**src/verilog/replayQueue_config.svh**
```systemverilog
// **********************************************************************
// Build-time sizes of the replay queue
// Lane counts, queue depth, spacing limit, stall margin, MSHR count
// and reorder-buffer index width
// **********************************************************************

`ifndef REPLAYQUEUE_CONFIG_SVH
`define REPLAYQUEUE_CONFIG_SVH

// Lanes per group
`define RQ_INT_WIDTH 2
`define RQ_MEM_WIDTH 2

// Queue depth, a power of two
`define RQ_ENTRY_NUM 16

// Saturation value of the recorded spacing
`define RQ_MAX_INTERVAL 7

// Bundles still in flight once the upper stages stall
`define RQ_MEM_LATENCY 3

`define RQ_MSHR_NUM 4

`define RQ_ROB_BITS 6

`endif

```
**src/verilog/mshrTypesPkg.sv**
```systemverilog
// **********************************************************************
// MSHR types shared by the replay queue and the load/store unit
// MSHR index and one-bit-per-MSHR vector
// **********************************************************************

`include "replayQueue_config.svh"

package mshrTypesPkg;

    // Selects one MSHR
    typedef logic [$clog2(`RQ_MSHR_NUM)-1:0] mshrIdT;

    // One bit per MSHR, used for ready and for release
    typedef logic [`RQ_MSHR_NUM-1:0] mshrVecT;

endpackage

```
**src/verilog/replayTypesPkg.sv**
```systemverilog
// **********************************************************************
// Replay queue types
// Indices, counts, recorded spacing, lane ops and the stored bundle
// **********************************************************************

`include "replayQueue_config.svh"

package replayTypesPkg;

    import mshrTypesPkg::*;

    typedef logic [`RQ_ROB_BITS-1:0] robIndexT;

    // Slot index and entry count of the queue
    typedef logic [$clog2(`RQ_ENTRY_NUM)-1:0] rqIndexT;
    typedef logic [$clog2(`RQ_ENTRY_NUM):0] rqCountT;

    // Cycles between two recorded bundles, saturating
    typedef logic [$clog2(`RQ_MAX_INTERVAL + 1)-1:0] intervalT;

    typedef struct packed {
        robIndexT robPtr;
        logic [7:0] opcode;
        logic [5:0] dstReg;
    } intOpT;

    typedef struct packed {
        robIndexT robPtr;
        logic isLoad;
        // Load already owns an MSHR from its first issue
        logic hasMshr;
        mshrIdT mshrId;
        logic [15:0] addr;
    } memOpT;

    // One recorded bundle with the spacing to its predecessor
    typedef struct packed {
        logic [`RQ_INT_WIDTH-1:0] intValid;
        intOpT [`RQ_INT_WIDTH-1:0] intOps;
        logic [`RQ_MEM_WIDTH-1:0] memValid;
        memOpT [`RQ_MEM_WIDTH-1:0] memOps;
        intervalT interval;
    } replayEntryT;

endpackage
```
**src/verilog/mshrWaitCheck.sv**
```systemverilog
// **********************************************************************
// MSHR checks of the memory lanes
// Head wait on loads whose MSHR has no data yet, and release
// requests for flushed loads that own an MSHR
// **********************************************************************

`include "replayQueue_config.svh"

module mshrWaitCheck (
    input  logic [`RQ_MEM_WIDTH-1:0] headValid,
    input  replayTypesPkg::memOpT [`RQ_MEM_WIDTH-1:0] headOps,
    input  mshrTypesPkg::mshrVecT mshrReady,
    input  replayTypesPkg::memOpT [`RQ_MEM_WIDTH-1:0] regOps,
    input  logic [`RQ_MEM_WIDTH-1:0] flushedLanes,
    output logic loadWait,
    output mshrTypesPkg::mshrVecT mshrRelease
);

    // Any valid head load still waiting on its MSHR blocks the pop
    always_comb begin
        loadWait = 1'b0;
        for (int i = 0; i < `RQ_MEM_WIDTH; i++) begin
            if (headValid[i] && headOps[i].isLoad && headOps[i].hasMshr &&
                    !mshrReady[headOps[i].mshrId]) begin
                loadWait = 1'b1;
            end
        end
    end

    // Suppressed lanes are already known valid, so only the owner check remains
    always_comb begin
        mshrRelease = '0;
        for (int i = 0; i < `RQ_MEM_WIDTH; i++) begin
            if (flushedLanes[i] && regOps[i].isLoad && regOps[i].hasMshr) begin
                mshrRelease[regOps[i].mshrId] = 1'b1;
            end
        end
    end

endmodule

```
**src/verilog/replayFlushFilter.sv**
```systemverilog
// **********************************************************************
// Output register of one replay lane group
// Registers popped lanes and masks ops inside the latched flush range
// **********************************************************************

module replayFlushFilter #(
    parameter type payloadT = replayTypesPkg::intOpT,
    parameter int LANES = 2
) (
    input  logic clk,
    input  logic rstN,
    input  logic pop,
    input  logic [LANES-1:0] headValid,
    input  payloadT [LANES-1:0] headOps,
    input  logic flushActive,
    input  replayTypesPkg::robIndexT flushHeadReg,
    input  replayTypesPkg::robIndexT flushTailReg,
    output logic [LANES-1:0] replayValid,
    output payloadT [LANES-1:0] replayOps,
    output payloadT [LANES-1:0] regOps,
    output logic [LANES-1:0] flushedLanes
);

    import replayTypesPkg::*;

    logic [LANES-1:0] validReg;
    payloadT [LANES-1:0] opsReg;

    // Circular range, head inclusive and tail exclusive
    function automatic logic inRange(input robIndexT ptr, input robIndexT head,
                                     input robIndexT tail);
        if (head <= tail) begin
            return (ptr >= head) && (ptr < tail);
        end
        return (ptr >= head) || (ptr < tail);
    endfunction

    always_ff @(posedge clk) begin
        if (!rstN) begin
            validReg <= '0;
        end else begin
            validReg <= pop ? headValid : '0;
        end
    end

    // Only the valid bits matter when nothing was popped
    always_ff @(posedge clk) begin
        opsReg <= headOps;
    end

    always_comb begin
        for (int i = 0; i < LANES; i++) begin
            flushedLanes[i] = validReg[i] && flushActive &&
                              inRange(opsReg[i].robPtr, flushHeadReg, flushTailReg);
            replayValid[i] = validReg[i] && !flushedLanes[i];
        end
    end

    assign replayOps = opsReg;
    assign regOps = opsReg;

endmodule

```
**src/verilog/replayIntervalTimer.sv**
```systemverilog
// **********************************************************************
// Spacing counters of the replay queue
// Cycles since the last push and since the last pop
// **********************************************************************

`include "replayQueue_config.svh"

module replayIntervalTimer (
    input  logic clk,
    input  logic rstN,
    input  logic push,
    input  logic pop,
    output replayTypesPkg::intervalT intervalIn,
    output replayTypesPkg::intervalT intervalSincePop
);

    import replayTypesPkg::*;

    // Clear on the event, otherwise count up to the limit and hold
    function automatic intervalT stepCount(input logic clear, input intervalT cur);
        if (clear) begin
            return '0;
        end
        if (cur < intervalT'(`RQ_MAX_INTERVAL)) begin
            return cur + 1'b1;
        end
        return cur;
    endfunction

    always_ff @(posedge clk) begin
        if (!rstN) begin
            intervalIn <= '0;
            intervalSincePop <= '0;
        end else begin
            // Value at push time goes into the stored bundle
            intervalIn <= stepCount(push, intervalIn);
            intervalSincePop <= stepCount(pop, intervalSincePop);
        end
    end

endmodule

```
**src/verilog/replayQueue.sv**
```systemverilog
// **********************************************************************
// Replay queue top level
// Controller, bundle storage, spacing timer, MSHR checks and the
// integer and memory output registers
// **********************************************************************

`include "replayQueue_config.svh"

module replayQueue (
    input  logic clk,
    input  logic rstN,
    input  logic [`RQ_INT_WIDTH-1:0] intRecordValid,
    input  replayTypesPkg::intOpT [`RQ_INT_WIDTH-1:0] intRecordData,
    input  logic [`RQ_MEM_WIDTH-1:0] memRecordValid,
    input  replayTypesPkg::memOpT [`RQ_MEM_WIDTH-1:0] memRecordData,
    input  mshrTypesPkg::mshrVecT mshrReady,
    input  logic recoveryValid,
    input  replayTypesPkg::robIndexT flushHead,
    input  replayTypesPkg::robIndexT flushTail,
    output logic [`RQ_INT_WIDTH-1:0] intReplayValid,
    output replayTypesPkg::intOpT [`RQ_INT_WIDTH-1:0] intReplayData,
    output logic [`RQ_MEM_WIDTH-1:0] memReplayValid,
    output replayTypesPkg::memOpT [`RQ_MEM_WIDTH-1:0] memReplayData,
    output logic replay,
    output logic stallUpper,
    output mshrTypesPkg::mshrVecT mshrRelease,
    output logic flushedOpExist
);

    import replayTypesPkg::*;

    logic recordAny;
    logic push;
    logic pop;
    logic full;
    logic empty;
    logic loadWait;
    logic flushActive;
    rqCountT count;
    intervalT intervalIn;
    intervalT intervalSincePop;
    robIndexT flushHeadReg;
    robIndexT flushTailReg;
    replayEntryT writeEntry;
    replayEntryT headEntry;
    memOpT [`RQ_MEM_WIDTH-1:0] memRegOps;
    logic [`RQ_MEM_WIDTH-1:0] memFlushedLanes;

    assign recordAny = |intRecordValid || |memRecordValid;

    assign writeEntry = '{
        intValid: intRecordValid,
        intOps: intRecordData,
        memValid: memRecordValid,
        memOps: memRecordData,
        interval: intervalIn
    };

    replayQueueCtrl ctrl (
        .clk(clk),
        .rstN(rstN),
        .recordAny(recordAny),
        .full(full),
        .empty(empty),
        .count(count),
        .headInterval(headEntry.interval),
        .intervalSincePop(intervalSincePop),
        .loadWait(loadWait),
        .recoveryValid(recoveryValid),
        .flushHead(flushHead),
        .flushTail(flushTail),
        .push(push),
        .pop(pop),
        .replay(replay),
        .stallUpper(stallUpper),
        .flushActive(flushActive),
        .flushHeadReg(flushHeadReg),
        .flushTailReg(flushTailReg),
        .flushedOpExist(flushedOpExist)
    );

    replayStorage storage (
        .clk(clk),
        .rstN(rstN),
        .push(push),
        .pop(pop),
        .writeEntry(writeEntry),
        .headEntry(headEntry),
        .full(full),
        .empty(empty),
        .count(count)
    );

    replayIntervalTimer timer (
        .clk(clk),
        .rstN(rstN),
        .push(push),
        .pop(pop),
        .intervalIn(intervalIn),
        .intervalSincePop(intervalSincePop)
    );

    mshrWaitCheck mshrCheck (
        .headValid(headEntry.memValid),
        .headOps(headEntry.memOps),
        .mshrReady(mshrReady),
        .regOps(memRegOps),
        .flushedLanes(memFlushedLanes),
        .loadWait(loadWait),
        .mshrRelease(mshrRelease)
    );

    // Integer lanes need neither the raw ops nor the suppressed set
    replayFlushFilter #(
        .payloadT(intOpT),
        .LANES(`RQ_INT_WIDTH)
    ) intFilter (
        .clk(clk),
        .rstN(rstN),
        .pop(pop),
        .headValid(headEntry.intValid),
        .headOps(headEntry.intOps),
        .flushActive(flushActive),
        .flushHeadReg(flushHeadReg),
        .flushTailReg(flushTailReg),
        .replayValid(intReplayValid),
        .replayOps(intReplayData),
        .regOps(),
        .flushedLanes()
    );

    replayFlushFilter #(
        .payloadT(memOpT),
        .LANES(`RQ_MEM_WIDTH)
    ) memFilter (
        .clk(clk),
        .rstN(rstN),
        .pop(pop),
        .headValid(headEntry.memValid),
        .headOps(headEntry.memOps),
        .flushActive(flushActive),
        .flushHeadReg(flushHeadReg),
        .flushTailReg(flushTailReg),
        .replayValid(memReplayValid),
        .replayOps(memReplayData),
        .regOps(memRegOps),
        .flushedLanes(memFlushedLanes)
    );

endmodule

```
**src/verilog/replayQueueCtrl.sv**
```systemverilog
// **********************************************************************
// Replay queue control
// Push/pop decisions, the replay flag, the almost-full stall and the
// latched flush range with its countdown
// **********************************************************************

`include "replayQueue_config.svh"

module replayQueueCtrl (
    input  logic clk,
    input  logic rstN,
    input  logic recordAny,
    input  logic full,
    input  logic empty,
    input  replayTypesPkg::rqCountT count,
    input  replayTypesPkg::intervalT headInterval,
    input  replayTypesPkg::intervalT intervalSincePop,
    input  logic loadWait,
    input  logic recoveryValid,
    input  replayTypesPkg::robIndexT flushHead,
    input  replayTypesPkg::robIndexT flushTail,
    output logic push,
    output logic pop,
    output logic replay,
    output logic stallUpper,
    output logic flushActive,
    output replayTypesPkg::robIndexT flushHeadReg,
    output replayTypesPkg::robIndexT flushTailReg,
    output logic flushedOpExist
);

    import replayTypesPkg::*;

    // Bundles that may still hold flushed ops
    rqCountT flushCount;
    logic almostFull;

    // Bubbles are never recorded, so any valid lane means a push
    assign push = recordAny && !full;

    // Head keeps its recorded distance to the previous replay
    assign pop = !empty && (intervalSincePop >= headInterval) && !loadWait;

    // Room is kept for bundles already in flight when the stall rises
    assign almostFull = (count >= rqCountT'(`RQ_ENTRY_NUM - `RQ_MEM_LATENCY));
    assign stallUpper = replay || almostFull;

    // Every pop carries at least one valid lane
    always_ff @(posedge clk) begin
        if (!rstN) begin
            replay <= 1'b0;
        end else begin
            replay <= pop;
        end
    end

    always_ff @(posedge clk) begin
        if (!rstN) begin
            flushCount <= '0;
        end else if (recoveryValid) begin
            flushCount <= count;
        end else if (flushActive && replay) begin
            flushCount <= flushCount - 1'b1;
        end
    end

    // Range is only looked at while the countdown runs
    always_ff @(posedge clk) begin
        if (recoveryValid) begin
            flushHeadReg <= flushHead;
            flushTailReg <= flushTail;
        end
    end

    assign flushActive = (flushCount != '0);
    assign flushedOpExist = flushActive;

endmodule

```
**src/verilog/replayStorage.sv**
```systemverilog
// **********************************************************************
// Bundle storage of the replay queue
// Head/tail pointers, entry count and a distributed RAM with
// synchronous write and combinational head read
// **********************************************************************

`include "replayQueue_config.svh"

module replayStorage (
    input  logic clk,
    input  logic rstN,
    input  logic push,
    input  logic pop,
    input  replayTypesPkg::replayEntryT writeEntry,
    output replayTypesPkg::replayEntryT headEntry,
    output logic full,
    output logic empty,
    output replayTypesPkg::rqCountT count
);

    import replayTypesPkg::*;

    rqIndexT headPtr;
    rqIndexT tailPtr;
    replayEntryT mem [`RQ_ENTRY_NUM];

    function automatic rqIndexT nextPtr(input rqIndexT ptr);
        if (ptr == rqIndexT'(`RQ_ENTRY_NUM - 1)) begin
            return '0;
        end
        return ptr + 1'b1;
    endfunction

    always_ff @(posedge clk) begin
        if (!rstN) begin
            headPtr <= '0;
            tailPtr <= '0;
            count <= '0;
        end else begin
            if (push) begin
                tailPtr <= nextPtr(tailPtr);
            end
            if (pop) begin
                headPtr <= nextPtr(headPtr);
            end
            // Simultaneous push and pop leave the count unchanged
            if (push && !pop) begin
                count <= count + 1'b1;
            end else if (pop && !push) begin
                count <= count - 1'b1;
            end
        end
    end

    always_ff @(posedge clk) begin
        if (push) begin
            mem[tailPtr] <= writeEntry;
        end
    end

    assign headEntry = mem[headPtr];
    assign full = (count == rqCountT'(`RQ_ENTRY_NUM));
    assign empty = (count == '0);

endmodule

```
**config.mk**
```make
export PLATFORM = sky130hd
export DESIGN_NAME = replayQueue
export DESIGN_NICKNAME = d
export VERILOG_FILES = /design/src/verilog/mshrTypesPkg.sv /design/src/verilog/replayTypesPkg.sv /design/src/verilog/mshrWaitCheck.sv /design/src/verilog/replayFlushFilter.sv /design/src/verilog/replayIntervalTimer.sv /design/src/verilog/replayQueue.sv /design/src/verilog/replayQueueCtrl.sv /design/src/verilog/replayStorage.sv
export VERILOG_INCLUDE_DIRS = /design/src /design/src/verilog
export SDC_FILE = /design/constraint.sdc
export NUM_CORES = 1
export LEC_CHECK = 0
export BUFFER_PORTS_ARGS = -buffer_cell sky130_fd_sc_hd__buf_2
export CELL_PAD_IN_SITES_DETAIL_PLACEMENT = 0
export CELL_PAD_IN_SITES_GLOBAL_PLACEMENT = 2
export CORE_ASPECT_RATIO = 0.5
export CORE_MARGIN = 8
export CORE_UTILIZATION = 25
export DETAILED_ROUTE_END_ITERATION = 8
export GPL_TIMING_DRIVEN = 0
export PLACE_DENSITY = 0.49
export SLEW_MARGIN = 20
export SYNTH_ARGS = -nofsm -noshare
export SYNTH_HDL_FRONTEND = slang
export SYNTH_SLANG_ARGS = --single-unit
```
**constraint.sdc**
```tcl
create_clock -name clk -period 9.4 [get_ports clk]
set_input_delay 0.47 -clock clk [delete_from_list [all_inputs] [get_ports clk]]
set_output_delay 0.47 -clock clk [all_outputs]
set_load 0.1 [all_outputs]
```
# Yosys cells after proc, flatten, opt, wreduce, memory -nomap -nowiden
# Memory sizes are Yosys's and may differ from the RTL's. A register that Yosys moved wholly into a read port is not among the register bits.
# Cells that the tools add are included.
dict set report word_totals {
  regBits 133
  mem_bits_rw 1584
  mem_count 1
}
# name depth width read_ports rd_ports_with_merged_regs wr line_no
set mem_list {}
lappend mem_list {storage.mem 16 99 1 1 1 replayStorage.sv:25} ;# replayEntryT mem [`RQ_ENTRY_NUM];
dict set report classes {
  addsub 7
  n_lt_le_gt_ge 19
  n_eq_ne 3
  muxes 56
  bitwise 1
  reduce_logical 60
}
# cell n
set ops {}
lappend ops {{1-bit logical AND} 34}
lappend ops {{1-bit two-way mux} 32}
lappend ops {{4-bit two-way mux} 8}
lappend ops {{6-bit >= comparator} 4}
lappend ops {{6-bit < comparator} 4}
lappend ops {{3-bit two-way mux} 8}
lappend ops {{5-bit two-way mux} 4}
lappend ops {{2-bit by 3-bit < comparator with 1-bit output, second input constant} 4}
lappend ops {{1-bit zero test} 11}
lappend ops {{5-bit by 1-bit subtractor with 5-bit output, second input constant} 2}
lappend ops {{4-bit by 1-bit adder with 4-bit output, second input constant} 2}
lappend ops {{4-bit == test, second input constant} 2}
lappend ops {{2-bit nonzero test} 4}
lappend ops {{3-bit by 1-bit adder with 3-bit output, second input constant} 2}
lappend ops {{6-bit less-or-equal comparator} 1}
lappend ops {{1-bit logical OR} 6}
lappend ops {{3-bit < comparator, second input constant} 2}
lappend ops {{5-bit by 1-bit adder with 5-bit output, second input constant} 1}
lappend ops {{5-bit == test, second input constant} 1}
lappend ops {{5-bit by 4-bit >= comparator with 1-bit output, second input constant} 1}
lappend ops {{5-bit zero test} 1}
lappend ops {{5-bit nonzero test} 1}
lappend ops {{1-bit binary-select mux with 2-bit select} 2}
lappend ops {{1-bit demux with 2-bit select} 2}
lappend ops {{other kinds (5)} 7}

# Longest topological paths before layout
dict set report depth {
  ltp_word 14
  mapped_depth 24
}

# By module
# From an unflattened synthesis, not the netlist that was laid out.
dict set report unflattened {
  hier_cells 2982
  hier_area_um2 65185.0
}
# mod instances cells_per_inst area_each_um2 seq_area_each_um2
set modules_own_cells {}
lappend modules_own_cells {replayStorage 1 2519 60052.6 47905.9}
lappend modules_own_cells {{replayFlushFilter (memFilter)} 1 192 2162.1 1081.0}
lappend modules_own_cells {{replayFlushFilter (intFilter)} 1 168 1831.8 840.8}
lappend modules_own_cells {replayQueueCtrl 1 62 767.0 480.5}
lappend modules_own_cells {replayIntervalTimer 1 25 240.2 120.1}
lappend modules_own_cells {mshrWaitCheck 1 15 123.9 0.0}
lappend modules_own_cells {replayQueue 1 1 7.5 0.0}

# Worst setup path after synthesis
# No wires, ideal clock.
dict set report synth_path {
  path_kind {register to register}
  start {register storage.count[1]}
  end {memory storage.mem[3][0] (netlist name) (enable)}
  setup_time_ns 0.677
  arrival_time_ns 7.872
  required_ns 8.723
  path_slack_ns 0.850
  stages_incl_launch_ff 6
  period_less_slack_ns 8.550
  cell_sequence {dfxtp_1 or4_1 nor2_1 nor2_1 nand2_1 nor3_1}
}
dict set report synth_between {
  elab_chain_cells 5
}
# element line_no
set synth_lines {}
lappend synth_lines {{start: declaration} replayStorage.sv:18} ;# output replayTypesPkg::rqCountT count
lappend synth_lines {{start signal: assignment} replayStorage.sv:48} ;# count <= count + 1'b1;
lappend synth_lines {{start signal: assignment} replayStorage.sv:50} ;# count <= count - 1'b1;
lappend synth_lines {{5-bit == test} replayStorage.sv:62} ;# assign full = (count == rqCountT'(`RQ_ENTRY_NUM));
lappend synth_lines {{1-bit zero test} replayQueueCtrl.sv:39} ;# assign push = recordAny && !full;
lappend synth_lines {{1-bit logical AND} replayQueueCtrl.sv:39}
lappend synth_lines {{net ctrl.push} replayQueueCtrl.sv:22} ;# output logic push,
lappend synth_lines {{1-bit two-way mux} replayStorage.sv:56} ;# if (push) begin
lappend synth_lines {{1-bit two-way mux (not written as such)} replayStorage.sv:57} ;# mem[tailPtr] <= writeEntry;
lappend synth_lines {{end: declaration} replayStorage.sv:25}
# The timed path passes the listed nets, and every way through them passes these cells.

==> results.yml <==
finish:
  fillCellCount: 24700
  layout_commonest_cell: "edfxtp_1"
  fin_cells: 6994
  nets: 3545
  drive_above_1_share_pct: 35.1
  fin_util_pct: 30.9
  syn_to_final_growth_pct: 23.3
  mostFrequentLayoutCells: "edfxtp_1 (1596), mux4_2 (481), buf_2 (265), clkbuf_16 (181), dfxtp_1 (125)"
synth:
  synth_cell_types: 59
  yosysSeqAreaShare_pct: 78.2
  synth_edf_count: 1596
  netlist_area_mm2: 0.0645
  synthFlopType: "edfxtp_1"
  synthArstFlopShare_pct: 0
  syn_nets: 2879
  ys_seq_elements: 1721
  synth-warning-count: 0
  synth_cells: 2698
  synth_area_per_cell_um2: 23.9
sta:
  max_slew_margin_pct: 22.0
  tightest_slew_ns: 1.17
  holdWs_ns: 0.0768
  rsz0062_at_grt: "no"
  finClkSkew_ns: 0.0500
  hold_viol_final: 0
  max_freq_ghz: 0.128
  final.setup.tns_ns: 0
  fin_crit_sh_pct: 83.1
  drv_slew: 0
  setup_slack_ns: 1.59
  setup_violations: 0
  period_needed_ns: 7.81
floorplanning:
  start_util_pct: 25.0
  die-width_um: 734
  die_area_mm2: 0.276
  row_count: 132
  core_area_mm2: 0.258
  pin_count: 218
  dieHeight_um: 375
power:
  pwr-share-comb_pct: 25.7
  p_leak_nw: 25.3
  clkPwrFrac_pct: 31.9
  pwr-share-seq_pct: 42.5
  intPower_mw: 15.1
  swShare_pct: 32.5
  switchingPower_mw: 7.26
  vdd_ir_drop_max_uv: 162
  p_per_area_mw_per_mm2: 281
grt:
  grt_use_total_pct: 13.8
  grt_max_degree: 21
  grt_pass1_wl_mm: 270
  overflow: 0
  antenna_found_initial: 33
  grt_pass1_vias: 31800
setup_path:
  crit_fanout: 10
  path_class: "flop to flop"
  rr_endpoint: "storage.count[4]$_SDFFE_PN0P_"
  worstPathRequired_ns: 10.12
  arrival_ns: 8.53
  crit_path_start_kind: "flop"
  regToRegSetupSlack_ns: 1.59
  critPathCaptureType: "flop"
  reg2regPathDepth: 23
clock_tree:
  cts.sinks: 1721
  root_buffer: "clkbuf_16"
  path_clk_slew_ns: 0.06
  holdBufCountCts: 95
  htree_levels: 4
  clk_latency_ns: 0.82
  numCtsBuffers: 178
  cts_tree: "built"
  cts_setup_buffers: 0
  ctsResizeCount: 0
  clockBufferDepth: 4
place:
  portBuffers: 216
  post-place-ws_ns: 1.62
  place.gp.congestion: 0.672
  dp_hpwl_mm: 131
  dp.cells: 6573
hold_path:
  min_path_cells: 1
  min_to: "storage.mem[2][79]$_DFFE_PP_"
  hold_class: "primary input to flop"
  worstHoldStart: "intRecordData[22]"
job:
  drv_cap: 0
routing:
  ant_nets: 0
  dr.first_iter.drc_count: 3053
  drc: 0
  routed_wl_mm: 194
  viasPerCell: 4.41
  first_pass_iters: 5
  wl_per_cell_um: 27.8
  vias: 30800
run_status:
  status: "complete, no violations"
## worst max-delay path by stage
stage	cells past startpoint	slack, ns	startpoint	endpoint
CTS	23	1.53	flop	storage.count[4]$_SDFFE_PN0P_
finish	23	1.59	flop	storage.count[4]$_SDFFE_PN0P_
detailed placement	23	1.62	flop	storage.count[4]$_SDFFE_PN0P_
floorplan	5	0.85	storage.count[1]$_SDFFE_PN0P_	storage.mem[3][0]$_DFFE_PP_
global route	23	1.33	flop	storage.count[4]$_SDFFE_PN0P_
global placement	5	-12.15	intRecordValid[0]	storage.mem[3][60]$_DFFE_PP_
## sequential cells by signal, summed over array words and instances, names as in the netlist, named ones only
name and count:
ctrl.flushCount 5, ctrl.flushHeadReg 6, ctrl.flushTailReg 6, ctrl.replay 1, intFilter.regOps 40, intFilter.validReg 2
memFilter.regOps 52, memFilter.validReg 2, storage.count 5, storage.headPtr 4, storage.mem 1584, storage.tailPtr 4
timer.intervalIn 3, timer.intervalSincePop 3
## per-stage QoR
stage,area [µm²],total power [mW]
after global placement,70000,14.8
after global routing,79600,23.2
after floorplan,64500,13.5
final,79600,22.3
after CTS,79600,22.7
after detailed placement,72900,15.5
## kinds of logic (layout without fill, tap and decap cells)
| kind of cell | count (synthesis) | after routing | synth area share [%] |
|---|---|---|---|
| other cells | 0 | 10 | 0 |
| mux | 503 | 503 | 17.1 |
| xor+xnor | 10 | 10 | 0.136 |
| fa+ha+maj | 68 | 68 | 1.32 |
| compound gates | 106 | 106 | 1.16 |
| buf+inv | 153 | 955 | 1.01 |
| flops | 1721 | 1721 | 78.2 |
| simple gates | 137 | 137 | 1.07 |
## synthesized netlist by cell type (11+ instances only)
library cell	count	share of area (%)
mux2i_1	20	0.31
nand2_1	23	0.13
a21oi_1	29	0.22
nor2_1	47	0.27
clkbuf_1	64	0.37
dfxtp_1	125	3.9
ha_1	65	1.3
a21o_1	20	0.23
o21ai_0	12	0.093
buf_2	45	0.35
nand3_1	11	0.085
mux4_2	481	17
edfxtp_1	1596	74
nand2b_1	14	0.14
inv_1	33	0.19
## power groups by stage
stage | sequential (mW) | clock (mW) | combinational, mW
final | 9.48 | 7.11 | 5.73
after floorplan | 11.1 | 0 | 2.31
after global routing | 9.56 | 7.63 | 6.06
after CTS | 9.52 | 7.34 | 5.87
after detailed placement | 9.67 | 0 | 5.81
after global placement | 9.80 | 0 | 4.95
## routing by layer
metal  vias up  GRT usage, %  share of wire, %
met1     16900          21.0                50
met3       224          2.60               4.8
met5         -             0             0.014
met2       789          20.5                44
met4         4          2.71               1.9
li1      12900             -                 -
## final cells by class
class	count	area, µm²	share of cell area [%]
well taps	3484	4360	5.48
inverters	35	131	0.165
clock buffers	237	4920	6.18
repair buffers	486	4810	6.05
plain buffers	118	543	0.682
clock inverters	79	792	0.995
flip-flops and latches	1721	50400	63.4
diodes	10	25.0	0.0314
multi-input cells	824	13600	17.0
## critical path, cell delays in order, from the launching register on
cell and delay (ns):
dfxtp_1 0.43, buf_4 0.29, buf_2 0.35, buf_2 0.40, clkbuf_2 0.63, clkbuf_2 0.65, clkbuf_1 0.93, mux4_2 0.43
mux4_2 0.56, ha_1 0.30, nand2b_1 0.14, a21oi_1 0.13, nor2b_1 0.07, o22ai_1 0.51, nor3_4 0.15, inv_1 0.13
ha_1 0.23, inv_1 0.11, ha_1 0.33, a21o_1 0.17, a21oi_1 0.20, xnor2_1 0.10, or3_1 0.30, a21oi_1 0.14
No activity file was read; power rests on OpenSTA's default activity.
